`src/source/tpm_pkg.sv`:
```
// TPM register space definitions
package tpm_pkg;

	// Address split: locality in 15:12, register offset below
	typedef logic [15:0] addr_t;
	typedef logic [3:0]  loc_field_t;
	typedef logic [11:0] offset_t;

	// Register offsets, first byte of each register
	localparam offset_t access_ofs       = 12'h000;
	localparam offset_t int_enable_ofs   = 12'h008;
	localparam offset_t int_vector_ofs   = 12'h00C;
	localparam offset_t int_status_ofs   = 12'h010;
	localparam offset_t intf_cap_ofs     = 12'h014;
	localparam offset_t sts_ofs          = 12'h018;
	localparam offset_t interface_id_ofs = 12'h030;
	localparam offset_t did_vid_ofs      = 12'hF00;
	localparam offset_t rid_ofs          = 12'hF04;

	// Both FIFO windows are four bytes wide
	localparam offset_t fifo_lo_ofs = 12'h024;
	localparam offset_t fifo_hi_ofs = 12'h080;

	typedef enum logic [2:0] {
		loc_null,
		loc_release,
		loc_grant
	} loc_state_t;

	typedef enum logic [2:0] {
		sts_idle,
		sts_ready,
		sts_reception,
		sts_execution,
		sts_completion
	} sts_state_t;

	// TPM_ACCESS write bits
	localparam int access_request_bit      = 1;
	localparam int access_seize_bit        = 3;
	localparam int access_clear_seized_bit = 4;
	localparam int access_relinquish_bit   = 5;

	// TPM_STS write bits
	localparam int sts_go_bit            = 5;
	localparam int sts_command_ready_bit = 6;

	localparam logic [15:0] burst_count = 16'h0064;
	localparam logic [1:0]  tpm_family  = 2'b01; // TPM 2.0

	// TPM_INTF_CAPABILITY, byte 2 reads zero
	localparam logic [7:0] intf_cap_b0 = 8'hD5; // Falling edge and low level, no stsValid
	localparam logic [7:0] intf_cap_b1 = 8'h07; // 64 byte transfers, static burst count
	localparam logic [7:0] intf_cap_b3 = 8'h30; // Interface version 1.3

	localparam logic [7:0] intf_id_b1     = 8'h01; // Localities supported
	localparam logic [7:0] rid_value      = 8'hFF;
	localparam logic [7:0] idle_read_byte = 8'hFF;

endpackage

```
`src/source/tpm_interrupt_ctrl.sv`:
```
// Interrupt registers and PIRQ
`timescale 1ns/1ps

module tpm_interrupt_ctrl
(
	input  logic       clock,
	input  logic       reset_n,
	input  logic       advance_i,
	input  logic [1:0] int_enable_wr_i, // Lane 0 is byte 0, lane 1 is byte 3
	input  logic       int_vector_wr_i,
	input  logic       int_status_wr_i,
	input  logic [7:0] wdata_i,
	input  logic       command_ready_i,
	input  logic       data_avail_i,
	input  logic       loc_changed_i,
	output logic       global_en_o,
	output logic [7:0] enable_o,
	output logic [3:0] vector_o,
	output logic [7:0] status_o,
	output logic       pirq_n_o
);

	logic       cmd_ready_en;
	logic [1:0] polarity;
	logic       loc_change_en;
	logic       data_avail_en;
	logic       cmd_ready_d;
	logic       data_avail_d;
	logic       st_cmd_ready;
	logic       st_loc_change;
	logic       st_data_avail;

	always_ff @(posedge clock or negedge reset_n)
	begin
		if (!reset_n)
		begin
			global_en_o <= 1'b0;
			cmd_ready_en <= 1'b0;
			polarity <= 2'b01;
			loc_change_en <= 1'b0;
			data_avail_en <= 1'b0;
			vector_o <= '0;
		end
		else
		begin
			if (int_enable_wr_i[0])
			begin
				cmd_ready_en <= wdata_i[7];
				polarity <= wdata_i[4:3];
				loc_change_en <= wdata_i[2];
				data_avail_en <= wdata_i[0];
			end
			if (int_enable_wr_i[1])
				global_en_o <= wdata_i[7];
			if (int_vector_wr_i)
				vector_o <= wdata_i[3:0];
		end
	end

	always_ff @(posedge clock or negedge reset_n)
	begin
		if (!reset_n)
		begin
			cmd_ready_d <= 1'b0;
			data_avail_d <= 1'b0;
			st_cmd_ready <= 1'b0;
			st_loc_change <= 1'b0;
			st_data_avail <= 1'b0;
		end
		else if (int_status_wr_i)
		begin
			// Write one to clear
			st_cmd_ready <= st_cmd_ready & ~wdata_i[7];
			st_loc_change <= st_loc_change & ~wdata_i[2];
			st_data_avail <= st_data_avail & ~wdata_i[0];
		end
		else if (advance_i)
		begin
			cmd_ready_d <= command_ready_i;
			data_avail_d <= data_avail_i;
			if (global_en_o && cmd_ready_en && command_ready_i && !cmd_ready_d)
				st_cmd_ready <= 1'b1;
			if (global_en_o && data_avail_en && data_avail_i && !data_avail_d)
				st_data_avail <= 1'b1;
			if (global_en_o && loc_change_en && loc_changed_i)
				st_loc_change <= 1'b1;
		end
	end

	// stsValid interrupt is not supported, its bit stays clear
	assign enable_o = {cmd_ready_en, 2'b00, polarity, loc_change_en, 1'b0, data_avail_en};
	assign status_o = {st_cmd_ready, 4'h0, st_loc_change, 1'b0, st_data_avail};
	assign pirq_n_o = ~|status_o;

endmodule

```
`src/source/tpm_locality_arbiter.sv`:
```
// Locality arbitration
`timescale 1ns/1ps

module tpm_locality_arbiter
#(
	parameter int num_localities = 5
)
(
	input  logic       clock,
	input  logic       reset_n,
	input  logic       advance_i,
	input  logic       access_wr_i,
	input  logic [3:0] access_loc_i,
	input  logic [7:0] wdata_i,
	output logic [7:0] locality_o,    // One-hot grant
	output logic [3:0] active_loc_o,
	output logic       grant_valid_o,
	output logic       been_seized_o,
	output logic       request_use_o,
	output logic       pending_o,
	output logic       changed_o,
	output logic       seize_o
);

	tpm_pkg::loc_state_t state_q;
	logic [3:0] active_q;

	logic [num_localities-1:0] request_q;
	logic [num_localities-1:0] seize_q;
	logic [num_localities-1:0] relinquish_q;
	logic [num_localities-1:0] been_seized_q;

	// Widened so any 4-bit locality can index them
	logic [15:0] request_ext;
	logic [15:0] relinquish_ext;
	logic [15:0] been_seized_ext;

	logic [3:0] high_req;
	logic       req_found;
	logic [3:0] high_seize;
	logic       seize_found;
	logic       take_seize;

	assign request_ext     = 16'(request_q);
	assign relinquish_ext  = 16'(relinquish_q);
	assign been_seized_ext = 16'(been_seized_q);

	// Highest index wins
	always_comb
	begin
		high_req = '0;
		req_found = 1'b0;
		high_seize = '0;
		seize_found = 1'b0;
		for (int i = 0; i < num_localities; i++)
		begin
			if (request_q[i])
			begin
				high_req = 4'(i);
				req_found = 1'b1;
			end
			if (seize_q[i])
			begin
				high_seize = 4'(i);
				seize_found = 1'b1;
			end
		end
	end

	// Lower localities cannot seize
	assign take_seize = (state_q == tpm_pkg::loc_grant) && seize_found && (high_seize > active_q);

	always_ff @(posedge clock or negedge reset_n)
	begin
		if (!reset_n)
		begin
			request_q <= '0;
			seize_q <= '0;
			relinquish_q <= '0;
			been_seized_q <= '0;
		end
		else
		begin
			for (int i = 0; i < num_localities; i++)
			begin
				if (access_wr_i && access_loc_i == 4'(i))
				begin
					request_q[i] <= wdata_i[tpm_pkg::access_request_bit] |
						wdata_i[tpm_pkg::access_seize_bit]; // Seize implies a request
					seize_q[i] <= wdata_i[tpm_pkg::access_seize_bit];
					relinquish_q[i] <= wdata_i[tpm_pkg::access_relinquish_bit];
					if (wdata_i[tpm_pkg::access_clear_seized_bit])
						been_seized_q[i] <= 1'b0;
				end
				else if (advance_i)
				begin
					seize_q[i] <= 1'b0;       // Seize and relinquish last one step
					relinquish_q[i] <= 1'b0;
					if (take_seize && active_q == 4'(i))
						been_seized_q[i] <= 1'b1;
					if (state_q == tpm_pkg::loc_release && req_found && high_req == 4'(i))
						request_q[i] <= 1'b0;
				end
			end
		end
	end

	always_ff @(posedge clock or negedge reset_n)
	begin
		if (!reset_n)
		begin
			state_q <= tpm_pkg::loc_null;
			active_q <= '0;
		end
		else if (advance_i)
		begin
			if (take_seize)
				state_q <= tpm_pkg::loc_release;
			else
			begin
				case (state_q)
					tpm_pkg::loc_null:
						if (req_found)
							state_q <= tpm_pkg::loc_release;
					tpm_pkg::loc_release:
						if (req_found)
						begin
							state_q <= tpm_pkg::loc_grant;
							active_q <= high_req;
						end
						else
							state_q <= tpm_pkg::loc_null;
					tpm_pkg::loc_grant:
						if (relinquish_ext[active_q])
							state_q <= tpm_pkg::loc_release;
					default:
						state_q <= tpm_pkg::loc_null;
				endcase
			end
		end
	end

	assign grant_valid_o = (state_q == tpm_pkg::loc_grant);
	assign locality_o    = grant_valid_o ? (8'h01 << active_q) : 8'h00;
	assign active_loc_o  = active_q;
	assign changed_o     = (state_q == tpm_pkg::loc_release);
	assign seize_o       = advance_i & take_seize;

	// Access register fields of the addressed locality
	assign been_seized_o = been_seized_ext[access_loc_i];
	assign request_use_o = request_ext[access_loc_i];
	assign pending_o     = |request_q;

endmodule

```
`src/source/tpm_reg_decode.sv`:
```
// Register decode and read mux
`timescale 1ns/1ps

module tpm_reg_decode
#(
	parameter int          num_localities = 5,
	parameter logic [15:0] did_value      = 16'h5654,
	parameter logic [15:0] vid_value      = 16'h3037
)
(
	input  logic                 clock,
	input  logic                 reset_n,
	input  logic                 req_i,
	input  logic                 dir_i,
	input  tpm_pkg::addr_t       addr_i,
	input  logic [7:0]           wdata_i,
	input  logic [7:0]           fifo_byte_i,
	input  tpm_pkg::loc_field_t  active_loc_i,
	input  logic                 grant_valid_i,
	input  logic                 been_seized_i,
	input  logic                 request_use_i,
	input  logic                 pending_i,
	input  logic                 command_ready_i,
	input  logic                 go_i,
	input  logic                 data_avail_i,
	input  logic                 expect_i,
	input  logic                 global_en_i,
	input  logic [7:0]           enable_i,
	input  logic [3:0]           vector_i,
	input  logic [7:0]           int_status_i,
	output logic [7:0]           read_byte_o,
	output logic                 fifo_read_o,
	output logic                 fifo_write_o,
	output logic                 advance_o,
	output logic                 access_wr_o,
	output tpm_pkg::loc_field_t  access_loc_o,
	output logic                 sts_wr_o,
	output logic [1:0]           int_enable_wr_o,
	output logic                 int_vector_wr_o,
	output logic                 int_status_wr_o
);

	tpm_pkg::loc_field_t loc_field;
	tpm_pkg::offset_t    offset;
	logic       fifo_hit;
	logic       loc_match;
	logic       loc_exists;
	logic       reg_wr;
	logic       sel_wr;
	logic [7:0] access_byte;
	logic [7:0] reg_byte;
	logic       sel_lock_q;
	logic [1:0] selector_q;

	assign loc_field  = addr_i[15:12];
	assign offset     = addr_i[11:0];
	assign fifo_hit   = (offset[11:2] == tpm_pkg::fifo_lo_ofs[11:2]) ||
		(offset[11:2] == tpm_pkg::fifo_hi_ofs[11:2]);
	assign loc_match  = grant_valid_i && (loc_field == active_loc_i);
	assign loc_exists = int'(loc_field) < num_localities;

	// State machines step while the port is idle or in the FIFO window
	assign advance_o    = ~req_i | fifo_hit;
	assign fifo_read_o  = req_i & fifo_hit & dir_i & loc_match;
	assign fifo_write_o = req_i & fifo_hit & ~dir_i & loc_match & expect_i;

	// Access register is open to every locality
	assign access_wr_o  = req_i & ~dir_i & (offset == tpm_pkg::access_ofs) & loc_exists;
	assign access_loc_o = loc_field;

	assign reg_wr          = req_i & ~dir_i & ~fifo_hit & loc_match;
	assign sts_wr_o        = reg_wr & (offset == tpm_pkg::sts_ofs);
	assign int_enable_wr_o = {reg_wr & (offset == tpm_pkg::int_enable_ofs + 12'd3),
		reg_wr & (offset == tpm_pkg::int_enable_ofs)};
	assign int_vector_wr_o = reg_wr & (offset == tpm_pkg::int_vector_ofs);
	assign int_status_wr_o = reg_wr & (offset == tpm_pkg::int_status_ofs);
	assign sel_wr          = reg_wr & (offset == tpm_pkg::interface_id_ofs + 12'd2);

	// Valid, active, seized, pending, requested, established
	assign access_byte = {1'b1, 1'b0, loc_match, been_seized_i, 1'b0, pending_i,
		request_use_i, 1'b1};

	always_comb
	begin
		case (offset)
			tpm_pkg::int_enable_ofs:             reg_byte = enable_i;
			tpm_pkg::int_enable_ofs + 12'd3:     reg_byte = {global_en_i, 7'h00};
			tpm_pkg::int_vector_ofs:             reg_byte = {4'h0, vector_i};
			tpm_pkg::int_status_ofs:             reg_byte = int_status_i;
			tpm_pkg::intf_cap_ofs:               reg_byte = tpm_pkg::intf_cap_b0;
			tpm_pkg::intf_cap_ofs + 12'd1:       reg_byte = tpm_pkg::intf_cap_b1;
			tpm_pkg::intf_cap_ofs + 12'd3:       reg_byte = tpm_pkg::intf_cap_b3;
			tpm_pkg::sts_ofs:                    reg_byte = {1'b1, command_ready_i, go_i,
				data_avail_i, expect_i, 3'b000};
			tpm_pkg::sts_ofs + 12'd1:            reg_byte = tpm_pkg::burst_count[7:0];
			tpm_pkg::sts_ofs + 12'd2:            reg_byte = tpm_pkg::burst_count[15:8];
			tpm_pkg::sts_ofs + 12'd3:            reg_byte = {4'h0, tpm_pkg::tpm_family, 2'b00};
			tpm_pkg::interface_id_ofs + 12'd1:   reg_byte = tpm_pkg::intf_id_b1;
			tpm_pkg::interface_id_ofs + 12'd2:   reg_byte = {4'h0, sel_lock_q, selector_q, 1'b0};
			tpm_pkg::did_vid_ofs:                reg_byte = vid_value[7:0];
			tpm_pkg::did_vid_ofs + 12'd1:        reg_byte = vid_value[15:8];
			tpm_pkg::did_vid_ofs + 12'd2:        reg_byte = did_value[7:0];
			tpm_pkg::did_vid_ofs + 12'd3:        reg_byte = did_value[15:8];
			tpm_pkg::rid_ofs:                    reg_byte = tpm_pkg::rid_value;
			// Reserved upper bytes of mapped registers
			tpm_pkg::int_enable_ofs + 12'd1, tpm_pkg::int_enable_ofs + 12'd2,
			tpm_pkg::int_status_ofs + 12'd1, tpm_pkg::int_status_ofs + 12'd2,
			tpm_pkg::int_status_ofs + 12'd3, tpm_pkg::intf_cap_ofs + 12'd2,
			tpm_pkg::interface_id_ofs, tpm_pkg::interface_id_ofs + 12'd3:
				reg_byte = 8'h00;
			default:                             reg_byte = tpm_pkg::idle_read_byte;
		endcase
	end

	always_ff @(posedge clock or negedge reset_n)
	begin
		if (!reset_n)
			read_byte_o <= tpm_pkg::idle_read_byte;
		else if (req_i)
		begin
			if (fifo_hit)
				read_byte_o <= loc_match ? fifo_byte_i : tpm_pkg::idle_read_byte;
			else if (offset == tpm_pkg::access_ofs)
				read_byte_o <= loc_exists ? access_byte : tpm_pkg::idle_read_byte;
			else if (loc_match)
				read_byte_o <= reg_byte;
			else
				read_byte_o <= tpm_pkg::idle_read_byte;
		end
	end

	// Interface selector, frozen once the lock bit is written
	always_ff @(posedge clock or negedge reset_n)
	begin
		if (!reset_n)
		begin
			sel_lock_q <= 1'b0;
			selector_q <= 2'b11;
		end
		else if (sel_wr)
		begin
			sel_lock_q <= sel_lock_q | wdata_i[3];
			if (!sel_lock_q)
				selector_q <= wdata_i[2:1];
		end
	end

endmodule

```
`src/source/tpm_reg_space.sv`:
```
// TPM FIFO register space top
`timescale 1ns/1ps

module tpm_reg_space
#(
	parameter int          num_localities = 5,
	parameter logic [15:0] did_value      = 16'h5654,
	parameter logic [15:0] vid_value      = 16'h3037
)
(
	input  logic        clock,
	input  logic        reset_n,
	input  logic        req_i,
	input  logic        dir_i,           // 1 = read
	input  logic [15:0] addr_i,
	input  logic [7:0]  wdata_i,
	input  logic [7:0]  fifo_byte_i,
	input  logic        fifo_complete_i,
	input  logic        fifo_empty_i,
	input  logic        exec_done_i,
	output logic [7:0]  read_byte_o,
	output logic [7:0]  locality_o,
	output logic        pirq_n_o,
	output logic        fifo_read_o,
	output logic        fifo_write_o
);

	logic       advance;
	logic       access_wr;
	logic [3:0] access_loc;
	logic       sts_wr;
	logic [1:0] int_enable_wr;
	logic       int_vector_wr;
	logic       int_status_wr;

	logic [3:0] active_loc;
	logic       grant_valid;
	logic       been_seized;
	logic       request_use;
	logic       pending;
	logic       loc_changed;
	logic       seize;

	logic       command_ready;
	logic       go;
	logic       data_avail;
	logic       expect_data;

	logic       global_en;
	logic [7:0] int_enable;
	logic [3:0] int_vector;
	logic [7:0] int_status;

	tpm_reg_decode #(
		.num_localities(num_localities),
		.did_value     (did_value),
		.vid_value     (vid_value)
	) u_decode (
		.clock          (clock),
		.reset_n        (reset_n),
		.req_i          (req_i),
		.dir_i          (dir_i),
		.addr_i         (addr_i),
		.wdata_i        (wdata_i),
		.fifo_byte_i    (fifo_byte_i),
		.active_loc_i   (active_loc),
		.grant_valid_i  (grant_valid),
		.been_seized_i  (been_seized),
		.request_use_i  (request_use),
		.pending_i      (pending),
		.command_ready_i(command_ready),
		.go_i           (go),
		.data_avail_i   (data_avail),
		.expect_i       (expect_data),
		.global_en_i    (global_en),
		.enable_i       (int_enable),
		.vector_i       (int_vector),
		.int_status_i   (int_status),
		.read_byte_o    (read_byte_o),
		.fifo_read_o    (fifo_read_o),
		.fifo_write_o   (fifo_write_o),
		.advance_o      (advance),
		.access_wr_o    (access_wr),
		.access_loc_o   (access_loc),
		.sts_wr_o       (sts_wr),
		.int_enable_wr_o(int_enable_wr),
		.int_vector_wr_o(int_vector_wr),
		.int_status_wr_o(int_status_wr)
	);

	tpm_locality_arbiter #(
		.num_localities(num_localities)
	) u_locality (
		.clock        (clock),
		.reset_n      (reset_n),
		.advance_i    (advance),
		.access_wr_i  (access_wr),
		.access_loc_i (access_loc),
		.wdata_i      (wdata_i),
		.locality_o   (locality_o),
		.active_loc_o (active_loc),
		.grant_valid_o(grant_valid),
		.been_seized_o(been_seized),
		.request_use_o(request_use),
		.pending_o    (pending),
		.changed_o    (loc_changed),
		.seize_o      (seize)
	);

	tpm_status_fsm u_status (
		.clock          (clock),
		.reset_n        (reset_n),
		.advance_i      (advance),
		.sts_wr_i       (sts_wr),
		.wdata_i        (wdata_i),
		.fifo_write_i   (fifo_write_o),
		.fifo_complete_i(fifo_complete_i),
		.fifo_empty_i   (fifo_empty_i),
		.exec_done_i    (exec_done_i),
		.seize_i        (seize),
		.command_ready_o(command_ready),
		.go_o           (go),
		.data_avail_o   (data_avail),
		.expect_o       (expect_data)
	);

	tpm_interrupt_ctrl u_interrupt (
		.clock          (clock),
		.reset_n        (reset_n),
		.advance_i      (advance),
		.int_enable_wr_i(int_enable_wr),
		.int_vector_wr_i(int_vector_wr),
		.int_status_wr_i(int_status_wr),
		.wdata_i        (wdata_i),
		.command_ready_i(command_ready),
		.data_avail_i   (data_avail),
		.loc_changed_i  (loc_changed),
		.global_en_o    (global_en),
		.enable_o       (int_enable),
		.vector_o       (int_vector),
		.status_o       (int_status),
		.pirq_n_o       (pirq_n_o)
	);

endmodule

```
`src/source/tpm_status_fsm.sv`:
```
// TPM_STS command state machine
`timescale 1ns/1ps

module tpm_status_fsm
(
	input  logic       clock,
	input  logic       reset_n,
	input  logic       advance_i,
	input  logic       sts_wr_i,
	input  logic [7:0] wdata_i,
	input  logic       fifo_write_i,
	input  logic       fifo_complete_i,
	input  logic       fifo_empty_i,
	input  logic       exec_done_i,
	input  logic       seize_i,
	output logic       command_ready_o,
	output logic       go_o,
	output logic       data_avail_o,
	output logic       expect_o
);

	tpm_pkg::sts_state_t state_q;
	tpm_pkg::sts_state_t state_next;
	logic cmd_ready_req;
	logic go_req;

	always_comb
	begin
		state_next = state_q;
		case (state_q)
			tpm_pkg::sts_idle:
				if (cmd_ready_req)
					state_next = tpm_pkg::sts_ready;
			tpm_pkg::sts_ready:
				if (fifo_write_i)
					state_next = tpm_pkg::sts_reception;
			tpm_pkg::sts_reception:
				if (cmd_ready_req)
					state_next = tpm_pkg::sts_idle;
				else if (go_req && fifo_complete_i)
					state_next = tpm_pkg::sts_execution;
			tpm_pkg::sts_execution:
				if (cmd_ready_req)
					state_next = tpm_pkg::sts_idle;
				else if (exec_done_i)
					state_next = tpm_pkg::sts_completion;
			tpm_pkg::sts_completion:
				if (cmd_ready_req)
					state_next = tpm_pkg::sts_idle;
			default:
				state_next = tpm_pkg::sts_idle;
		endcase
		if (seize_i)
			state_next = tpm_pkg::sts_idle; // Aborts any command
	end

	always_ff @(posedge clock or negedge reset_n)
	begin
		if (!reset_n)
		begin
			state_q <= tpm_pkg::sts_idle;
			cmd_ready_req <= 1'b0;
			go_req <= 1'b0;
			command_ready_o <= 1'b0;
			data_avail_o <= 1'b0;
			expect_o <= 1'b0;
		end
		else if (sts_wr_i)
		begin
			cmd_ready_req <= wdata_i[tpm_pkg::sts_command_ready_bit];
			go_req <= wdata_i[tpm_pkg::sts_go_bit];
		end
		else if (advance_i)
		begin
			state_q <= state_next;
			cmd_ready_req <= 1'b0;
			go_req <= 1'b0;
			command_ready_o <= (state_next == tpm_pkg::sts_ready);
			// Ready already takes the first command byte
			expect_o <= (state_next == tpm_pkg::sts_ready) ||
				(state_next == tpm_pkg::sts_reception && !fifo_complete_i);
			data_avail_o <= (state_next == tpm_pkg::sts_completion) && !fifo_empty_i;
		end
	end

	assign go_o = go_req;

endmodule

```
`config.mk`:
```
export PLATFORM = sky130hd
export DESIGN_NAME = tpm_reg_space
export DESIGN_NICKNAME = d
export VERILOG_FILES = /design/src/source/tpm_pkg.sv /design/src/source/tpm_interrupt_ctrl.sv /design/src/source/tpm_locality_arbiter.sv /design/src/source/tpm_reg_decode.sv /design/src/source/tpm_reg_space.sv /design/src/source/tpm_status_fsm.sv
export SDC_FILE = /design/constraint.sdc
export NUM_CORES = 1
export LEC_CHECK = 0
export BUFFER_PORTS_ARGS = -buffer_cell sky130_fd_sc_hd__buf_4
export CORE_UTILIZATION = 30
export DETAILED_ROUTE_END_ITERATION = 6
export SKIP_CTS_REPAIR_TIMING = 1
export SLEW_MARGIN = 20
export SYNTH_ARGS = -nofsm -noshare
export SYNTH_HDL_FRONTEND = slang
export SYNTH_SLANG_ARGS = --single-unit
```
`constraint.sdc`:
```
create_clock -name clock -period 2.2 [get_ports clock]
set_input_delay 0.11 -clock clock [delete_from_list [all_inputs] [get_ports clock]]
set_output_delay 0.11 -clock clock [all_outputs]
set_load 0.01 [all_outputs]
```
==> results_dict.tcl <==
set metrics [dict create \
    vdd_drop_max_mv 0.412 \
    wl_per_cell_um 17.0 \
    drive_above_1_share 0.284 \
    design_area_sq_um 4940 \
    hold_start "wdata_i[6]" \
    synth_compound_area_frac 0.203 \
    synthArstFlopShare 1.00 \
    initial_core_util 0.312 \
    r2r_start "u_locality.seize_q[2]" \
    worstPathRequired_ns 2.40 \
    gp_congestion 0.878 \
    grt_max_degree 60 \
    die_w_um 115 \
    synth_top_family_by_area "simple AND/OR/NAND/NOR gates" \
    finish.utilization 0.404 \
    synth_edf_count 0 \
    drtPass1Iterations 4 \
    clock_skew_ns 0.00698 \
    htreeDepth 3 \
    period_share 0.964 \
    pin_count 58 \
    rows 40 \
    num_antenna_cells 0 \
    cts_tree "yes" \
    ys_types 71 \
    place_hpwl_mm 8.81 \
    syn-instance-count 439 \
    via_count 3799 \
    worstSetupPathType "reg -> reg" \
    place_worst_setup_slack_ns -0.00333 \
    synth-simple-area-share 0.289 \
    synth_nets 481 \
    syn_avg_cell_area_sq_um 8.67 \
    grt_use_total 0.188 \
    grt_pass1_vias 3772 \
    min_path_type "in -> reg" \
    fmax_mhz 472 \
    clockRootBuffer "clkbuf_16" \
    report.final.hold_viol_count 1 \
    fp.dieH_um 115 \
    final_cells 689 \
    synth_fa_ha_area_frac 0.00986 \
    setup_viol 0 \
    first_iter_violations 278 \
    synth-seq-cells 59 \
    dp_cells 670 \
    dieArea_sq_um 13100 \
    routed_wl_mm 11.7 \
    synthMuxAreaShare 0.0592 \
    power.leakage_nw 2.07 \
    p_per_area_nw_per_um2 584 \
    worstSkewPairLatency_ns 0.32 \
    critical_path_peak_fanout 3 \
    hold_depth 3 \
    violations "hold timing" \
    synth.most_common_cell "nand2_1" \
    cts_inserted_buffers 9 \
    clockBufferDepth 2 \
    synthFlopType "dfrtp_1" \
    ant_nets 0 \
    relSlewSlack 0.493 \
    seq_area_sq_um 1490 \
    clkSinkCount 59 \
    startpoint "u_locality.seize_q[2]" \
    worst_r2r_path_depth 9 \
    setup_tns_ns 0 \
    rsz0062_at_grt "no" \
    grt_pass1_wl_mm 19.3 \
    netlist_area_sq_um 3810 \
    r2r_end "u_status.state_q[0]" \
    port_buffers 57 \
    worst_slack_ns 0.0797 \
    synthTopCellsByCount "nand2_1 (57), dfrtp_1 (48), nor2_1 (37)" \
    area_delta_synth_final_pct 29.7 \
    synth_seq_area_share 0.392 \
    multi_input_area_sq_um 2210 \
    holdPathEnd "u_status.cmd_ready_req" \
    r2r_slack_ns 0.08 \
    drv_slew 0 \
    finalNetCount 558 \
    status "finished with violations" \
    overflow 0 \
    clkTransAtPathRegs_ns 0.05 \
    core_area_sq_um 12200 \
    netlist.area_leader.share 0.316 \
    worstMarginPinSlew_ns 0.760 \
    drc 0 \
    vias_per_cell 5.51 \
    critPathLaunchType "register" \
    finalPower_mw 2.88 \
    synth-xor-area-share 0.00690 \
    fin_crit_ns 2.12 \
    yosysWarnings 0 \
    yosys-top-cells-area "dfrtp_1 (32%), dfstp_2 (7.6%), nand2_1 (5.6%), mux2_2 (4.1%), o21ai_0 (3.8%)" \
    antenna_found_initial 0 \
    drv_cap 0 \
    cp-end-kind "register" \
    yosysTopAreaCell "dfrtp_1" \
    placed_area_sq_um 4550 \
    worst_hold_slack_ns -0.00354 \
    nFillCells 1269 \
    arrival_ns 2.32 \
]
[how the worst max path moves through the flow]
stage	endpoint	depth (start not counted)	slack, ns
2_1_floorplan	u_status.state_q[0]	9	0.02
3_3_place_gp	u_status.expect_o	7	0.07
3_5_place_dp	u_decode.selector_q[0]	5	-0.003
4_1_cts	u_decode.selector_q[0]	5	-0.04
5_1_grt	u_status.state_q[0]	9	0.007
6_report	u_status.state_q[0]	9	0.08
[area by class of cell]
| type | count | share of cell area |
|---|---|---|
| flip-flops and latches | 59 | 0.302 |
| repair buffers | 87 | 0.133 |
| well taps | 168 | 0.0426 |
| clock buffers | 12 | 0.0520 |
| clock inverters | 4 | 0.00989 |
| multi-input cells | 343 | 0.448 |
| inverters | 16 | 0.0122 |
[flip-flops by register name (all words and copies together), names as in the netlist, 2 cells and up]
signal                    count
u_status.state_q              3
u_locality.request_q          5
u_locality.active_loc_o       3
u_locality.relinquish_q       5
u_interrupt.polarity          2
u_interrupt.vector_o          4
u_decode.selector_q           2
u_locality.seize_q            5
u_locality.been_seized_q      5
u_locality.state_q            2
u_decode.read_byte_o          8
[kinds of logic after synthesis]
group                      count (synthesis)
buffers and inverters                     37
adders and majority gates                  3
and+or+nand+nor                          208
AOI/OAI and AO/OA                        112
DFF                                       59
muxes                                     17
xor gates and xnor gates                   3
[routing by layer]
metal / share of wire / vias to the layer above / GRT usage
li1: - / 1781 / -
met2: 0.45 / 169 / 0.293
met1: 0.46 / 1823 / 0.258
met4: 0.024 / 0 / 0.0823
met3: 0.068 / 26 / 0.0281
met5: 0 / - / 0
[where the power goes]
part / total, mW / switching, mW / internal [mW]
Clock: 1.43 / 0.493 / 0.936
Sequential: 1.14 / 0.0219 / 1.12
Combinational: 0.315 / 0.186 / 0.129
[critical path, cell delays in order, from the launching register on]
cell and delay [ns]:
dfrtp_1 0.39, nor2_1 0.13, nor2_1 0.06, ha_1 0.28, nor2b_1 0.13, o21ai_0 0.09, a211o_1 0.34, nand2b_4 0.17
o211a_1 0.13, mux2_2 0.27
[layout by cell type, fill, tap and decap left out, types with 4 or more instances in the layout]
master     instances
o31ai_1            7
o21ai_0           29
nor3_1            19
nand4_1            4
nand2b_1           8
nand3_1           25
o211ai_1           5
buf_4             85
o2bb2ai_1          6
nand3b_1           7
and2_1             7
nor4_1             5
inv_1             16
nor4b_1            4
nand4b_1           7
a31oi_1            4
a21oi_1           22
dfstp_2           11
clkbuf_16          9
nand2_1           57
nor2b_1            6
mux2_2            14
nor2_1            36
dfrtp_1           48
Power figures use the tool's default switching activity.
